--- config.mk ---
export PLATFORM = sky130hd
export DESIGN_NAME = ooo_core_top
export DESIGN_NICKNAME = d
export VERILOG_FILES = /design/src/lc3b_isa_pkg.sv /design/src/ooo_core_pkg.sv /design/src/ooo_core_top.sv /design/src/reorder_buffer.sv /design/src/alu_rs_unit.sv /design/src/regfile.sv /design/src/issue_control.sv /design/src/fetch_unit.sv
export SDC_FILE = /design/constraint.sdc
export NUM_CORES = 1
export LEC_CHECK = 0
export BUFFER_PORTS_ARGS = -buffer_cell sky130_fd_sc_hd__buf_2
export CAP_MARGIN = 20
export CELL_PAD_IN_SITES_DETAIL_PLACEMENT = 0
export CELL_PAD_IN_SITES_GLOBAL_PLACEMENT = 1
export CORE_MARGIN = 10
export CORE_UTILIZATION = 47
export CTS_BUF_LIST = sky130_fd_sc_hd__clkbuf_16
export CTS_CLUSTER_SIZE = 10
export DETAILED_ROUTE_END_ITERATION = 8
export GPL_ROUTABILITY_DRIVEN = 0
export PLACE_DENSITY_LB_ADDON = 0.3
export SLEW_MARGIN = 20
export SYNTH_ARGS = -nofsm -noshare
export SYNTH_HDL_FRONTEND = slang
export SYNTH_SLANG_ARGS = --single-unit
--- constraint.sdc ---
create_clock -name clk -period 4 [get_ports clk]
set_input_delay 0.4 -clock clk [delete_from_list [all_inputs] [get_ports clk]]
set_output_delay 0.4 -clock clk [all_outputs]
set_load 0.05 [all_outputs]
--- src/lc3b_isa_pkg.sv ---
`default_nettype none

package lc3b_isa_pkg;

	// Data and address word
	typedef logic [15:0] lc3b_word;

	// Register index
	typedef logic [2:0] lc3b_reg;

	// Opcode field, bits 15:12
	typedef logic [3:0] lc3b_opcode;

	// Signed immediate of the ALU forms
	typedef logic [4:0] lc3b_imm5;

	// Opcodes handled by the ALU stations
	localparam lc3b_opcode op_add = 4'b0001;
	localparam lc3b_opcode op_and = 4'b0101;
	localparam lc3b_opcode op_not = 4'b1001;

	// Architectural register count
	localparam int num_regs = 8;

endpackage

`default_nettype wire
--- src/ooo_core_pkg.sv ---
`default_nettype none

package ooo_core_pkg;

	// Machine sizes
	localparam int rob_depth = 8;
	localparam int num_alu_rs = 3;

	// Index of a ROB entry, also the rename tag
	typedef logic [$clog2(rob_depth)-1:0] rob_tag;

	typedef enum logic [1:0]
	{
		alu_add,
		alu_and,
		alu_not
	} alu_op_t;

	// One result broadcast per cycle
	typedef struct packed
	{
		logic valid;
		rob_tag tag;
		lc3b_isa_pkg::lc3b_word value;
	} cdb_t;

	// Value when ready, otherwise the tag that will produce it
	typedef struct packed
	{
		logic ready;
		rob_tag tag;
		lc3b_isa_pkg::lc3b_word value;
	} operand_t;

	typedef struct packed
	{
		logic valid;
		alu_op_t op;
		operand_t j;
		operand_t k;
		rob_tag dest;
	} rs_issue_t;

	typedef struct packed
	{
		logic valid;
		lc3b_isa_pkg::lc3b_reg dest;
	} rob_alloc_t;

	typedef struct packed
	{
		logic valid;
		lc3b_isa_pkg::lc3b_reg dest;
		rob_tag tag;
		lc3b_isa_pkg::lc3b_word value;
	} commit_t;

endpackage

`default_nettype wire

--- src/ooo_core_top.sv ---
`timescale 1ns/1ps
`default_nettype none

module ooo_core_top
(
	input  logic clk,
	input  logic rst_n,
	input  lc3b_isa_pkg::lc3b_word imem_rdata,
	input  logic imem_resp,
	output logic imem_read,
	output lc3b_isa_pkg::lc3b_word imem_address,
	output logic commit_valid,
	output lc3b_isa_pkg::lc3b_reg commit_dest,
	output lc3b_isa_pkg::lc3b_word commit_value
);
	import lc3b_isa_pkg::*;
	import ooo_core_pkg::*;

	// Fetch and issue
	lc3b_word ir;
	logic ir_valid;
	logic take;

	// Operand lookup
	lc3b_reg src_a;
	lc3b_reg src_b;
	operand_t rf_a;
	operand_t rf_b;
	operand_t rob_a;
	operand_t rob_b;

	// Allocation and rename
	logic rob_full;
	logic rs_free;
	rob_tag tail_tag;
	rs_issue_t rs_issue;
	rob_alloc_t rob_alloc;
	logic rename_valid;
	lc3b_reg rename_reg;
	rob_tag rename_tag;

	// Results
	cdb_t cdb;
	commit_t commit;

	fetch_unit fetch0
	(
		.clk, .rst_n,
		.imem_rdata, .imem_resp, .imem_read, .imem_address,
		.ir, .ir_valid, .take
	);

	issue_control issue0
	(
		.ir, .ir_valid, .take,
		.src_a, .src_b, .rf_a, .rf_b, .rob_a, .rob_b,
		.rob_full, .tail_tag, .rs_free, .cdb,
		.rs_issue, .rob_alloc,
		.rename_valid, .rename_reg, .rename_tag
	);

	regfile regfile0
	(
		.clk, .rst_n,
		.src_a, .src_b, .rf_a, .rf_b,
		.rename_valid, .rename_reg, .rename_tag,
		.commit
	);

	alu_rs_unit alu_rs0
	(
		.clk, .rst_n,
		.rs_issue, .rs_free, .cdb
	);

	// ROB lookups use the tags the register file holds
	reorder_buffer rob0
	(
		.clk, .rst_n,
		.rob_alloc, .tail_tag, .rob_full, .cdb,
		.tag_a(rf_a.tag), .tag_b(rf_b.tag),
		.rob_a, .rob_b, .commit
	);

	assign commit_valid = commit.valid;
	assign commit_dest = commit.dest;
	assign commit_value = commit.value;

endmodule

`default_nettype wire

--- src/reorder_buffer.sv ---
`timescale 1ns/1ps
`default_nettype none

module reorder_buffer
(
	input  logic clk,
	input  logic rst_n,
	input  ooo_core_pkg::rob_alloc_t rob_alloc,
	output ooo_core_pkg::rob_tag tail_tag,
	output logic rob_full,
	input  ooo_core_pkg::cdb_t cdb,
	input  ooo_core_pkg::rob_tag tag_a,
	input  ooo_core_pkg::rob_tag tag_b,
	output ooo_core_pkg::operand_t rob_a,
	output ooo_core_pkg::operand_t rob_b,
	output ooo_core_pkg::commit_t commit
);
	import lc3b_isa_pkg::*;
	import ooo_core_pkg::*;

	logic [rob_depth-1:0] ent_valid;
	logic [rob_depth-1:0] ent_ready;
	lc3b_reg ent_dest [rob_depth];
	lc3b_word ent_value [rob_depth];

	rob_tag head;
	rob_tag tail;
	logic [$clog2(rob_depth+1)-1:0] count;
	logic retire;

	assign tail_tag = tail;
	assign rob_full = (count == rob_depth);

	// Head leaves in the cycle after it was marked ready
	assign retire = ent_valid[head] && ent_ready[head];
	assign commit = '{valid: retire, dest: ent_dest[head], tag: head, value: ent_value[head]};

	// Forward finished results that have not retired yet
	assign rob_a = '{ready: ent_valid[tag_a] && ent_ready[tag_a], tag: tag_a,
		value: ent_value[tag_a]};
	assign rob_b = '{ready: ent_valid[tag_b] && ent_ready[tag_b], tag: tag_b,
		value: ent_value[tag_b]};

	always_ff @(posedge clk)
	begin
		if (!rst_n)
		begin
			ent_valid <= '0;
			ent_ready <= '0;
			head <= '0;
			tail <= '0;
			count <= '0;
		end
		else
		begin
			if (cdb.valid)
				ent_ready[cdb.tag] <= 1'b1;
			if (retire)
			begin
				ent_valid[head] <= 1'b0;
				head <= head + 1'b1;
			end
			// Allocation stops when full so tail never meets a retiring head
			if (rob_alloc.valid)
			begin
				ent_valid[tail] <= 1'b1;
				ent_ready[tail] <= 1'b0;
				tail <= tail + 1'b1;
			end
			count <= count + rob_alloc.valid - retire;
		end
	end

	always_ff @(posedge clk)
	begin
		if (rob_alloc.valid)
			ent_dest[tail] <= rob_alloc.dest;
		if (cdb.valid)
			ent_value[cdb.tag] <= cdb.value;
	end

	a_cdb_tag_pending: assert property (@(posedge clk) disable iff (!rst_n)
		cdb.valid |-> ent_valid[cdb.tag] && !ent_ready[cdb.tag])
		else $error("CDB tag does not name a pending ROB entry");

endmodule

`default_nettype wire

--- src/alu_rs_unit.sv ---
`timescale 1ns/1ps
`default_nettype none

module alu_rs_unit
(
	input  logic clk,
	input  logic rst_n,
	input  ooo_core_pkg::rs_issue_t rs_issue,
	output logic rs_free,
	output ooo_core_pkg::cdb_t cdb
);
	import lc3b_isa_pkg::*;
	import ooo_core_pkg::*;

	localparam int idx_w = $clog2(num_alu_rs);

	// Valid bit of a station doubles as its busy bit
	rs_issue_t st [num_alu_rs];

	logic [idx_w-1:0] free_idx;
	logic [idx_w-1:0] sel_idx;
	logic sel_valid;
	logic dest_in_use;
	lc3b_word result;

	// Downward scan so the lowest index wins
	always_comb
	begin
		rs_free = 1'b0;
		free_idx = '0;
		sel_valid = 1'b0;
		sel_idx = '0;
		dest_in_use = 1'b0;
		for (int i = num_alu_rs - 1; i >= 0; i--)
		begin
			if (!st[i].valid)
			begin
				rs_free = 1'b1;
				free_idx = idx_w'(i);
			end
			if (st[i].valid && st[i].j.ready && st[i].k.ready)
			begin
				sel_valid = 1'b1;
				sel_idx = idx_w'(i);
			end
			if (st[i].valid && st[i].dest == rs_issue.dest)
				dest_in_use = 1'b1;
		end
	end

	always_comb
	begin
		case (st[sel_idx].op)
			alu_add: result = st[sel_idx].j.value + st[sel_idx].k.value;
			alu_and: result = st[sel_idx].j.value & st[sel_idx].k.value;
			alu_not: result = ~(st[sel_idx].j.value & st[sel_idx].k.value);
			default: result = '0;
		endcase
	end

	always_ff @(posedge clk)
	begin
		if (!rst_n)
		begin
			for (int i = 0; i < num_alu_rs; i++)
				st[i].valid <= 1'b0;
			cdb.valid <= 1'b0;
		end
		else
		begin
			for (int i = 0; i < num_alu_rs; i++)
			begin
				// Snoop the broadcast for pending operands
				if (cdb.valid && !st[i].j.ready && st[i].j.tag == cdb.tag)
				begin
					st[i].j.ready <= 1'b1;
					st[i].j.value <= cdb.value;
				end
				if (cdb.valid && !st[i].k.ready && st[i].k.tag == cdb.tag)
				begin
					st[i].k.ready <= 1'b1;
					st[i].k.value <= cdb.value;
				end
				if (sel_valid && sel_idx == idx_w'(i))
					st[i].valid <= 1'b0;
			end
			if (rs_issue.valid)
				st[free_idx] <= rs_issue;
			cdb.valid <= sel_valid;
			cdb.tag <= st[sel_idx].dest;
			cdb.value <= result;
		end
	end

	a_issue_has_room: assert property (@(posedge clk) disable iff (!rst_n)
		rs_issue.valid |-> rs_free)
		else $error("issue arrived with all stations busy");

	// ROB tags are unique while in flight, so no two stations share one
	a_dest_unique: assert property (@(posedge clk) disable iff (!rst_n)
		rs_issue.valid |-> !dest_in_use)
		else $error("dest tag already held by a station");

endmodule

`default_nettype wire

--- src/regfile.sv ---
`timescale 1ns/1ps
`default_nettype none

module regfile
(
	input  logic clk,
	input  logic rst_n,
	input  lc3b_isa_pkg::lc3b_reg src_a,
	input  lc3b_isa_pkg::lc3b_reg src_b,
	output ooo_core_pkg::operand_t rf_a,
	output ooo_core_pkg::operand_t rf_b,
	input  logic rename_valid,
	input  lc3b_isa_pkg::lc3b_reg rename_reg,
	input  ooo_core_pkg::rob_tag rename_tag,
	input  ooo_core_pkg::commit_t commit
);
	import lc3b_isa_pkg::*;
	import ooo_core_pkg::*;

	lc3b_word value [num_regs];
	logic [num_regs-1:0] busy;
	rob_tag tag [num_regs];

	// A busy register points at the ROB entry that will write it
	assign rf_a = '{ready: !busy[src_a], tag: tag[src_a], value: value[src_a]};
	assign rf_b = '{ready: !busy[src_b], tag: tag[src_b], value: value[src_b]};

	always_ff @(posedge clk)
	begin
		if (!rst_n)
		begin
			for (int i = 0; i < num_regs; i++)
				value[i] <= '0;
			busy <= '0;
		end
		else
		begin
			if (commit.valid)
			begin
				value[commit.dest] <= commit.value;
				// Only the latest producer frees the register
				if (tag[commit.dest] == commit.tag)
					busy[commit.dest] <= 1'b0;
			end
			// Written last so a rename in the same cycle keeps busy set
			if (rename_valid)
				busy[rename_reg] <= 1'b1;
		end
	end

	always_ff @(posedge clk)
	begin
		if (rename_valid)
			tag[rename_reg] <= rename_tag;
	end

endmodule

`default_nettype wire

--- src/issue_control.sv ---
`timescale 1ns/1ps
`default_nettype none

module issue_control
(
	input  lc3b_isa_pkg::lc3b_word ir,
	input  logic ir_valid,
	output logic take,
	output lc3b_isa_pkg::lc3b_reg src_a,
	output lc3b_isa_pkg::lc3b_reg src_b,
	input  ooo_core_pkg::operand_t rf_a,
	input  ooo_core_pkg::operand_t rf_b,
	input  ooo_core_pkg::operand_t rob_a,
	input  ooo_core_pkg::operand_t rob_b,
	input  logic rob_full,
	input  ooo_core_pkg::rob_tag tail_tag,
	input  logic rs_free,
	input  ooo_core_pkg::cdb_t cdb,
	output ooo_core_pkg::rs_issue_t rs_issue,
	output ooo_core_pkg::rob_alloc_t rob_alloc,
	output logic rename_valid,
	output lc3b_isa_pkg::lc3b_reg rename_reg,
	output ooo_core_pkg::rob_tag rename_tag
);
	import lc3b_isa_pkg::*;
	import ooo_core_pkg::*;

	lc3b_opcode opcode;
	lc3b_reg dr;
	lc3b_imm5 imm5;
	logic imm_mode;
	logic alu_instr;
	logic fire;
	alu_op_t alu_op;
	operand_t op_j;
	operand_t op_k;

	// Register file first, then the ROB entry, then this cycle's broadcast
	function automatic operand_t resolve(operand_t rf_view, operand_t rob_view, cdb_t bus);
		operand_t res;
		res = rf_view;
		if (!rf_view.ready)
		begin
			if (rob_view.ready)
			begin
				res.ready = 1'b1;
				res.value = rob_view.value;
			end
			else if (bus.valid && bus.tag == rf_view.tag)
			begin
				res.ready = 1'b1;
				res.value = bus.value;
			end
		end
		return res;
	endfunction

	assign opcode = ir[15:12];
	assign dr = ir[11:9];
	assign src_a = ir[8:6];
	assign src_b = ir[2:0];
	assign imm_mode = ir[5];
	assign imm5 = ir[4:0];

	always_comb
	begin
		alu_instr = 1'b1;
		alu_op = alu_add;
		case (opcode)
			op_add: alu_op = alu_add;
			op_and: alu_op = alu_and;
			op_not: alu_op = alu_not;
			default: alu_instr = 1'b0;
		endcase

		op_j = resolve(rf_a, rob_a, cdb);

		// NOT runs as the AND form with an all-ones mask
		if (opcode == op_not)
		begin
			op_k.ready = 1'b1;
			op_k.tag = '0;
			op_k.value = 16'hffff;
		end
		else if (imm_mode)
		begin
			op_k.ready = 1'b1;
			op_k.tag = '0;
			op_k.value = {{11{imm5[4]}}, imm5};
		end
		else
			op_k = resolve(rf_b, rob_b, cdb);
	end

	assign fire = ir_valid && alu_instr && !rob_full && rs_free;

	// Other opcodes leave at once and allocate nothing
	assign take = ir_valid && (!alu_instr || (!rob_full && rs_free));

	assign rs_issue = '{valid: fire, op: alu_op, j: op_j, k: op_k, dest: tail_tag};
	assign rob_alloc = '{valid: fire, dest: dr};

	assign rename_valid = fire;
	assign rename_reg = dr;
	assign rename_tag = tail_tag;

endmodule

`default_nettype wire

--- src/fetch_unit.sv ---
`timescale 1ns/1ps
`default_nettype none

module fetch_unit
(
	input  logic clk,
	input  logic rst_n,
	input  lc3b_isa_pkg::lc3b_word imem_rdata,
	input  logic imem_resp,
	output logic imem_read,
	output lc3b_isa_pkg::lc3b_word imem_address,
	output lc3b_isa_pkg::lc3b_word ir,
	output logic ir_valid,
	input  logic take
);
	import lc3b_isa_pkg::*;

	lc3b_word pc;

	assign imem_address = pc;

	always_ff @(posedge clk)
	begin
		if (!rst_n)
		begin
			pc <= '0;
			imem_read <= 1'b0;
			ir_valid <= 1'b0;
		end
		else
		begin
			if (imem_read && imem_resp)
			begin
				// Register is empty whenever a request is out
				imem_read <= 1'b0;
				ir_valid <= 1'b1;
				pc <= pc + 16'd2;
			end
			else
			begin
				if (take)
					ir_valid <= 1'b0;
				// Next request once the register is empty or leaving
				if (!imem_read && (!ir_valid || take))
					imem_read <= 1'b1;
			end
		end
	end

	always_ff @(posedge clk)
	begin
		if (imem_read && imem_resp)
			ir <= imem_rdata;
	end

	// A pending request keeps its address until the memory answers
	a_addr_stable: assert property (@(posedge clk) disable iff (!rst_n)
		imem_read && !imem_resp |=> imem_read && $stable(imem_address))
		else $error("imem_address changed while imem_read waited");

endmodule

`default_nettype wire

==> impl_results.md <==
- DRT iter0 DRCs: 2446
- First-pass GRT wire length: 126 mm
- Clk sinks: 538
- Peak supply drop: 0.340 mV
- Diodes inserted: 0
- Share of the synthesized area in the top cell type: 0.498
- Outcome: complete, no violations
- Max-slew violations: 0
- Vias in the first global route: 20320
- Postcts setup bufs: 0
- Min Clock Period, post-route: 3.71 ns
- Initial antenna violation count: 0
- Unrepaired setup endpoints after global routing: no
- Clock Root Buffer: clkbuf_16
- Synth warn: 0
- Vias/cell: 6.19
- Leak: 11.6 nW
- Worst-skew pair later-pin latency: 0.60 ns
- GRT Util Overall: 0.231
- Maximum number of pins on one net before global-route repair: 70
- Number of synthesized flops with an enable pin: 476
- Pwr dens: 407 nW/um^2
- Syn Inst Count: 2401
- Seq/Total Area, Yosys: 0.541
- Initial Util: 0.475
- I/O Buffers: 54
- Final setup violation count: 0
- DIE AREA: 71400 um^2
- CTS Buffer Depth: 3
- Io pins: 56
- Max-Slew Margin vs Limit: 0.268
- Ys flop type: edfxtp_1
- Remaining antenna violation count after routing: 0
- WL/cell: 25.1 um
- Die extent in y: 267 um
- Post-Route Utilization: 0.531
- Worst-margin pin slew: 1.09 ns
- Fraction of layout cells with a size suffix above 1: 0.187
- Avg Inst Size Synth: 12.0 um^2
- Hold Crit Class: in2reg
- DRC violations left: 0
- Yosys top cell by area: edfxtp_1
- Most common cell after layout, fill and taps aside: edfxtp_1
- Total grt overflow: 0
- CTS buffer count: 66
- Critical path class: reg2reg
- Setup TNS: 0 ns
- Fmax: 269 MHz
- Final Hold Fails: 0
- Crit-path max FO: 4
- Fillers: 5078
- Asr flop ratio synth: 0
- FF+latch count, synth: 538
- H-tree levels: 3
- DRT Wirelength: 82.5 mm
- Max_cap viols: 0
- Period utilization: 0.928
- Mapped Area: 28700 um^2
- Core Region: 60500 um^2
- Cell Rows: 90
- Nets@finish: 2515
- Detailed Place HPWL: 56.7 mm
- TritonRoute pass-1 iters: 6
- CP arrival: 4.12 ns
- Clock Pin Slew Worst Setup and Hold Paths: 0.06 ns
- Via count: 20344
- Top cells by area, synth: edfxtp_1 (50%), mux4_2 (9.5%), mux2i_1 (4.5%)
- Type of origin of the critical path: flip-flop
- Required @ worst endpoint: 4.41 ns
- CTS tree: done
- Die Width: 267 um
- Most frequent cells in the layout: edfxtp_1 (476), nand2_1 (306), nor2_1 (265)
- P&R area growth vs syn: 11.8%
- Worst clock skew: 0.0224 ns
- Synthesized net count: 2446
- Netlist cell types: 77
- Critical Path End Type: flip-flop
layout make-up:
class                           count  area, um^2  area share
Clock buffer                       69        1730      0.0538
Inverter                           47         176     0.00550
Sequential cell                   538       15500       0.484
Clock inverter                     32         186     0.00581
Multi-Input combinational cell   1636       12200       0.381
Timing Repair Buffer              181        1280      0.0398
Tap cell                          782         978      0.0305
cell usage after synthesis, types with 29 or more instances:
master	count
buf_2	37
and3_1	29
inv_1	41
o21ai_1	71
a211oi_1	37
a21oi_1	61
mux4_2	121
edfxtp_1	476
nand2_1	306
o21ai_0	90
mux2i_1	128
xor2_1	29
clkbuf_1	87
dfxtp_1	62
mux2_2	34
nor2_1	273
registers in the layout, indices dropped and copies added, names as in the netlist, 4 cells and up, named ones only:
signal / count
alu_rs0.cdb: 20
alu_rs0.st: 138
fetch0.imem_address: 15
fetch0.ir: 16
regfile0.busy: 8
regfile0.tag: 24
regfile0.value: 128
rob0.count: 4
rob0.ent_dest: 24
rob0.ent_ready: 8
rob0.ent_valid: 8
rob0.ent_value: 128
report_power, final:
part	switching (mW)	leakage, nW	internal [mW]
logic	0.773	5.60	0.510
clock network	2.22	1.01	3.19
registers	0.139	5.02	6.21
critical path, cell delays in order (launching register included):
cell      delay [ns]
edfxtp_1        0.42
nand3_2         0.14
nand2_1         0.12
nor2_4          0.16
nor2_2          0.07
and2_1          0.15
a221o_1         0.29
ha_1            0.32
a211oi_1        0.24
nor2_1          0.09
o21ai_1         0.17
buf_4           0.15
a21bo_2         0.13
a21oi_1         0.09
a41o_1          0.27
o41a_1          0.32
xnor2_1         0.13
a221oi_1        0.25
metal layers:
metal | wire [um] | vias to the layer above | GRT usage
met1 | 34900 | 10124 | 0.312
met3 | 6440 | 119 | 0.0399
met2 | 39600 | 905 | 0.380
met4 | 1570 | 0 | 0.0596
li1 | - | 9196 | -
met5 | 0 | - | 0
per-stage QoR:
step	setup WS [ns]	cells	power, mW	hold WS, ns	cell area [um^2]
after detailed placement	0.122	3173	7.72	0.466	30100
after floorplan	0.0648	2401	7.30	0.448	28700
after global placement	0.127	3173	7.69	0.459	30100
after CTS	0.121	3285	13.1	0.00951	32100
after global routing	0.0511	3285	13.5	0.0172	32100
final	0.289	3285	13.1	0.0231	32100
final timing paths:
path	slack, ns	depth (start not counted)	startpoint	end
max reg2reg	0.29	17	alu_rs0.st[1][22]$_DFFE_PP_	alu_rs0.cdb[15]$_DFFE_PP_
max	0.29	17	alu_rs0.st[1][22]$_DFFE_PP_	alu_rs0.cdb[15]$_DFFE_PP_
min	0.02	1	imem_rdata[1]	fetch0.ir[1]$_DFFE_PP_
min reg2reg	0.49	2	rob0.ent_valid[4]$_SDFF_PN0_	rob0.ent_valid[4]$_SDFF_PN0_
timing repair:
item | in CTS | in global routing
hold endpoints to repair | 11 | 0
gates resized for setup | 0 | 8
endpoints found under the setup margin | 0 | 3
hold buffers | 11 | 0
logic make-up after synthesis:
| kind of cell | share of synthesized area |
|---|---|
| other | 0.000131 |
| AO/OA/AOI/OAI | 0.121 |
| buffers and inverters | 0.0375 |
| XOR/XNOR | 0.0171 |
| multiplexers | 0.158 |
| adder cells (fa/ha/maj) | 0.0118 |
| flip-flops | 0.541 |
| AND/OR/NAND/NOR | 0.114 |
Power figures use the tool's default switching activity.
